## config.mk

```make
export PLATFORM = sky130hd
export DESIGN_NAME = wb_burst_master
export DESIGN_NICKNAME = d
export VERILOG_FILES = /design/src/hw/wb_pkg.sv /design/src/hw/mem_cmd_pkg.sv /design/src/hw/wb_burst_master.sv
export SDC_FILE = /design/constraint.sdc
export NUM_CORES = 1
export LEC_CHECK = 0
export BUFFER_PORTS_ARGS = -buffer_cell sky130_fd_sc_hd__buf_2
export CORE_AREA = 2 2 125 127
export CTS_CLUSTER_SIZE = 30
export DETAILED_ROUTE_END_ITERATION = 8
export DIE_AREA = 0 0 127 129
export PLACE_DENSITY_LB_ADDON = 0.12
export SYNTH_ARGS = -nofsm -noshare
export SYNTH_HDL_FRONTEND = slang
export SYNTH_SLANG_ARGS = --single-unit
```

## constraint.sdc

```tcl
create_clock -name clk_i -period 8.4 [get_ports clk_i]
set_input_delay 0.84 -clock clk_i [delete_from_list [all_inputs] [get_ports clk_i]]
set_output_delay 0.84 -clock clk_i [all_outputs]
set_load 0.05 [all_outputs]
```

## src/hw/wb_pkg.sv

```systemverilog
package wb_pkg;

  // bus geometry
  localparam int data_width = 64;
  localparam int word_size  = 8;
  localparam int sel_width  = data_width / word_size;
  localparam int ram_size   = 4096;
  // word address, bytes folded into sel
  localparam int adr_width  = $clog2(ram_size / sel_width);

  typedef enum logic [2:0] {
    cti_classic = 3'b000,
    cti_const   = 3'b001,
    cti_incr    = 3'b010,
    cti_end     = 3'b111
  } wb_cti_e;

  typedef enum logic [1:0] {
    bte_linear = 2'b00,
    bte_wrap2  = 2'b01,
    bte_wrap4  = 2'b10,
    bte_wrap16 = 2'b11
  } wb_bte_e;

  typedef struct packed {
    logic [adr_width-1:0]  adr;
    logic [data_width-1:0] dat;
    logic                  cyc;
    logic                  stb;
    logic [sel_width-1:0]  sel;
    logic                  we;
    wb_cti_e               cti;
    wb_bte_e               bte;
  } wb_req_t;

  typedef struct packed {
    logic [data_width-1:0] dat;
    logic                  ack;
  } wb_rsp_t;

  // burst address rule, used by both ends of the bus
  function automatic logic [adr_width-1:0] next_adr(input logic [adr_width-1:0] adr,
                                                   input wb_cti_e cti,
                                                   input wb_bte_e bte);
    logic [adr_width-1:0] nxt;
    nxt = adr;
    if (cti != cti_const) begin
      case (bte)
        bte_wrap2:  nxt[0]   = ~adr[0];
        bte_wrap4:  nxt[1:0] = adr[1:0] + 2'd1;
        bte_wrap16: nxt[3:0] = adr[3:0] + 4'd1;
        default:    nxt      = adr + 1'b1;
      endcase
    end
    return nxt;
  endfunction

endpackage

```

## src/hw/mem_cmd_pkg.sv

```systemverilog
package mem_cmd_pkg;

  localparam int max_beats = 16;
  // holds 1 to max_beats
  localparam int len_width = $clog2(max_beats + 1);

  typedef enum logic {
    op_read  = 1'b0,
    op_write = 1'b1
  } mem_op_e;

  typedef enum logic [1:0] {
    mode_single = 2'b00,
    mode_const  = 2'b01,
    mode_incr   = 2'b10
  } burst_mode_e;

  typedef struct packed {
    mem_op_e                      op;
    burst_mode_e                  mode;
    // wrap size, incr bursts only
    wb_pkg::wb_bte_e              bte;
    logic [wb_pkg::adr_width-1:0] adr;
    // same lanes on every beat
    logic [wb_pkg::sel_width-1:0] sel;
    logic [len_width-1:0]         len;
  } mem_cmd_t;

  typedef struct packed {
    logic [wb_pkg::data_width-1:0] dat;
    logic                          last;
  } rd_beat_t;

endpackage

```

## src/hw/wb_burst_master.sv

```systemverilog
`timescale 1ns/1ps

module wb_burst_master (
  input  logic                          clk_i,
  input  logic                          reset_i,
  input  mem_cmd_pkg::mem_cmd_t         cmd_i,
  input  logic                          cmd_valid_i,
  output logic                          cmd_ready_o,
  input  logic [wb_pkg::data_width-1:0] wdata_i,
  input  logic                          wdata_valid_i,
  output logic                          wdata_ready_o,
  output mem_cmd_pkg::rd_beat_t         rdata_o,
  output logic                          rdata_valid_o,
  output logic                          done_o,
  output wb_pkg::wb_req_t               wb_req_o,
  input  wb_pkg::wb_rsp_t               wb_rsp_i
);

  typedef enum logic [1:0] {
    st_idle,
    st_single,
    st_burst,
    st_restart
  } state_e;

  state_e                                state_r;
  state_e                                state_n;
  mem_cmd_pkg::mem_cmd_t                 cmd_r;
  logic [wb_pkg::adr_width-1:0]          adr_r;
  logic [mem_cmd_pkg::len_width-1:0]     beats_r;
  logic [wb_pkg::data_width-1:0]         wdat_r;
  logic                                  wdat_vld_r;
  logic                                  cmd_rdy_r;

  logic            is_write;
  logic            strobe;
  logic            last_beat;
  logic            beat_ack;
  logic            cmd_take;
  logic            wdat_take;
  wb_pkg::wb_cti_e cti;

  assign is_write  = (cmd_r.op == mem_cmd_pkg::op_write);
  // a write beat is only strobed once its data is held
  assign strobe    = ((state_r == st_single) | (state_r == st_burst)) &
                     (~is_write | wdat_vld_r);
  assign last_beat = (beats_r == mem_cmd_pkg::len_width'(1));
  assign beat_ack  = strobe & wb_rsp_i.ack;

  assign cmd_ready_o = cmd_rdy_r;
  assign cmd_take    = cmd_valid_i & cmd_rdy_r;

  // next beat can be loaded while the current one is acked
  assign wdata_ready_o = (state_r != st_idle) & is_write &
                         (~wdat_vld_r | (beat_ack & ~last_beat));
  assign wdat_take     = wdata_valid_i & wdata_ready_o;

  always_comb begin
    if (state_r == st_single) begin
      cti = wb_pkg::cti_classic;
    end else if (last_beat) begin
      cti = wb_pkg::cti_end;
    end else if (cmd_r.mode == mem_cmd_pkg::mode_const) begin
      cti = wb_pkg::cti_const;
    end else begin
      cti = wb_pkg::cti_incr;
    end
  end

  always_comb begin
    state_n = state_r;
    case (state_r)
      st_idle: begin
        if (cmd_take) begin
          if (cmd_i.mode == mem_cmd_pkg::mode_single) begin
            state_n = st_single;
          end else begin
            state_n = st_burst;
          end
        end
      end
      st_single: begin
        if (beat_ack) begin
          state_n = st_idle;
        end
      end
      st_burst: begin
        if (beat_ack) begin
          if (last_beat) begin
            state_n = st_idle;
          end else if (is_write & ~wdat_take) begin
            // write data ran dry, park with stb low
            state_n = st_restart;
          end
        end
      end
      st_restart: begin
        // resume the remaining beats from the current address
        if (wdat_take) begin
          state_n = st_burst;
        end
      end
      default: state_n = st_idle;
    endcase
  end

  always_ff @(posedge clk_i) begin
    if (reset_i) begin
      state_r    <= st_idle;
      cmd_rdy_r  <= 1'b0;
      wdat_vld_r <= 1'b0;
      beats_r    <= '0;
    end else begin
      state_r   <= state_n;
      cmd_rdy_r <= (state_n == st_idle);
      if (cmd_take) begin
        beats_r <= (cmd_i.mode == mem_cmd_pkg::mode_single) ?
                   mem_cmd_pkg::len_width'(1) : cmd_i.len;
      end else if (beat_ack) begin
        beats_r <= beats_r - 1'b1;
      end
      if (wdat_take) begin
        wdat_vld_r <= 1'b1;
      end else if (beat_ack) begin
        wdat_vld_r <= 1'b0;
      end
    end
  end

  // command, address and write data
  always_ff @(posedge clk_i) begin
    if (cmd_take) begin
      cmd_r <= cmd_i;
      adr_r <= cmd_i.adr;
    end else if (beat_ack) begin
      adr_r <= wb_pkg::next_adr(adr_r, cti, cmd_r.bte);
    end
    if (wdat_take) begin
      wdat_r <= wdata_i;
    end
  end

  always_comb begin
    wb_req_o.adr = adr_r;
    wb_req_o.dat = wdat_r;
    wb_req_o.cyc = (state_r != st_idle);
    wb_req_o.stb = strobe;
    wb_req_o.sel = cmd_r.sel;
    wb_req_o.we  = is_write;
    wb_req_o.cti = cti;
    wb_req_o.bte = cmd_r.bte;
  end

  always_comb begin
    rdata_o.dat   = wb_rsp_i.dat;
    rdata_o.last  = last_beat;
    rdata_valid_o = beat_ack & ~is_write;
    done_o        = beat_ack & last_beat;
  end

endmodule

```

==> results.toml <==
[placed_design]
dp_cells = 603
dp_slack_ns = 5.691
dp_hpwl_um = 7280
gp_congestion = 0.7508
io_buffers = 189

[critical_path]
crit_chain = "ha_1 > or4b_1 > inv_1 > o21ai_0 > and3_1 > buf_2"
critPathMaxFanout = 6
end_kind = "output pin"
worstSetupStartpointType = "flip-flop"
r2r_cells = 9
critPathArrivalTime_ns = 2.21
cp_slowest_cell = "or4b_1"
crit_required_ns = 7.56
crit_type = "reg2out"
crit_path_max_incr_delay_ns = 0.58

[detailed_routing]
drc = 0
vias_per_cell = 4.355
first_pass_iters = 4
detail-route-antenna-nets = 0
drt-initial-drc-count = 134
wirelength_um = 9561
dr_total_vias = 2696
wl_per_cell_um = 15.45

[timing]
finClkSkew_ns = 0.005957
drv_slew = 0
relSlewSlack = 0.4443
hold_violations = 0
min_period_over_period = 0.3627
min_period_ns = 3.047
timing.fmax_mhz = 328.2
setup_tns_ns = 0
rsz0062_at_grt = "no"
finalSetupViolations = 0
setup_ws_ns = 5.353
worst_slew_pin_slew_ns = 0.8336

[floorplan]
die_w_um = 127
coreArea_um2 = 14980
dieArea_um2 = 16380
start_util = 0.2751
fp.dieH_um = 129
placementRows = 45
io_pins = 318

[global_routing]
grt_pass1_wl_um = 13730
busiest_layer = "met2"
first_global_vias = 2529
antenna_found_initial = 1
track_usage = 0.1105
grt_overflow = 0
gr-usage-met1 = 0.1383
grtUsageMet2 = 0.1648
grt_max_degree = 65
grtUsageMet3 = 0.04449

[synthesis]
synth_fp_nets = 474
ys_ff_latch = 95
synth_seq_area_share = 0.6705
syn_inst = 305
avgSynthCellArea_um2 = 13.51
yosys_warnings = 0
syn_area_um2 = 4120
synth.distinct_cells = 34

[min_path]
min_path_type = "reg2reg"
whs_path_depth = 2

[clock_tree]
ctsHoldBuffers = 0
post_cts_resized = 0
cts_tree = "yes"
htreeDepth = 3
post_cts_buffers = 0
numCtsBuffers = 9
cts-root-buf = "clkbuf_16"
clk_pin_slew_ns = 0.06
cts_sinks = 95
clk_latency_ns = 0.34
clk_path_buf_depth = 2

[finish]
fin_cells = 619
nNetsFinal = 595
areaGrowthSynthToFinish_pct = 21.07
final_util = 0.3331
final_common_cell = "buf_2"
final_cell_mix = "buf_2 (189), edfxtp_1 (86), nand2_1 (23), nor2_1 (20), a21oi_1 (12)"
seqCellArea_um2 = 2763
fillCellCount = 1538
multi_input_comb_area_um2 = 721.9
drive_above_1_share = 0.4791

[power]
total_power_mw = 1.425
peakVddDrop_v = 0.0001400
power_density_nw_per_um2 = 285.6
p_leak_nw = 2.032

[run]
maxCapViolCount = 0

[outcome]
status = "finished clean"
report_power, final:
group / internal [mW] / switching, mW / leakage (nW) / total [mW]
Sequential: 0.590 / 0.0303 / 0.856 / 0.621
Clock: 0.199 / 0.171 / 0.119 / 0.370
Combinational: 0.107 / 0.327 / 1.06 / 0.434
Total: 0.896 / 0.529 / 2.03 / 1.42
metal layers:
metal  part of all wire  up-vias  wire [um]
met4              0.023        0        218
met2               0.43      182       4094
met1               0.43     1254       4068
met5                  0        -          0
li1                   -     1235          -
met3               0.12       25       1181
flip-flops by register name, indices dropped and copies added, names as in the netlist:
| name | count |
|---|---|
| wb_req_o | 10 |
| state_r | 2 |
| beats_r | 5 |
| wdat_vld_r | 1 |
| cmd_r | 2 |
| cmd_ready_o | 1 |
| adr_r | 9 |
| is_write | 1 |
| wdat_r | 64 |
layout make-up:
type	instances	area share
multi-input cells	118	0.1447
diodes	1	0.0005016
well taps	188	0.04715
flip-flops and latches	95	0.5538
inverters	11	0.008277
clock inverters	5	0.007023
repair buffers	191	0.1926
clock buffers	10	0.04590
synthesized netlist by cell type, drive strengths merged:
cell type,count,area (um^2)
a2111o,1,11.26
a211oi,3,22.52
a21oi,12,60.06
a2bb2oi,1,8.760
a311o,1,10.01
a41oi,1,16.27
and2,1,6.260
and3,2,12.51
and4b,1,10.01
buf,78,583.1
clkbuf,3,11.26
clkinv,1,3.750
dfxtp,9,180.2
edfxtp,86,2582
ha,9,112.6
inv,10,37.54
nand2,23,86.33
nand2b,2,12.51
nand3,5,25.02
nand3b,2,15.01
nor2,20,75.07
nor2b,2,12.51
nor3,2,10.01
nor3b,1,7.510
nor4,1,6.260
nor4b,1,8.760
o211ai,1,7.510
o21ai,11,55.05
o32ai,2,17.52
or3,1,6.260
or4b,1,10.01
xnor2,8,70.07
xor2,3,26.28
final timing paths:
| check | startpoint | to | slack (ns) |
|---|---|---|---|
| min | wdat_vld_r | wdat_vld_r | 0.52 |
| max reg2reg | beats_r[1] | wdat_r[14] | 5.78 |
| min reg2reg | wdat_vld_r | wdat_vld_r | 0.52 |
| max | beats_r[0] | wdata_ready_o | 5.35 |
kinds of logic (layout without fill, tap and decap cells):
family | count (synthesis) | count (layout) | share of synthesized area
fa+ha+maj | 9 | 9 | 0.02733
simple gates | 65 | 65 | 0.07379
xor+xnor | 11 | 11 | 0.02338
buf+inv | 92 | 217 | 0.1543
flops | 95 | 95 | 0.6705
other cells | 0 | 1 | 0
compound gates | 33 | 33 | 0.05072
worst max-delay path: cells and delay by family (launching register included):
family	cells	cell delay [ns]
and+or+nand+nor	2	0.78
buffers and inverters	2	0.43
DFF	1	0.39
adders and majority gates	1	0.17
AOI/OAI and AO/OA	1	0.10
per-stage QoR:
step                      hold WS, ns  instance area (um^2)
after floorplan                0.4671                  4120
after global placement         0.5180                  4722
after detailed placement       0.4959                  4722
after CTS                      0.5120                  4986
after global routing           0.5257                  4986
final                          0.5214                  4989
No activity file was read; power rests on OpenSTA's default activity.
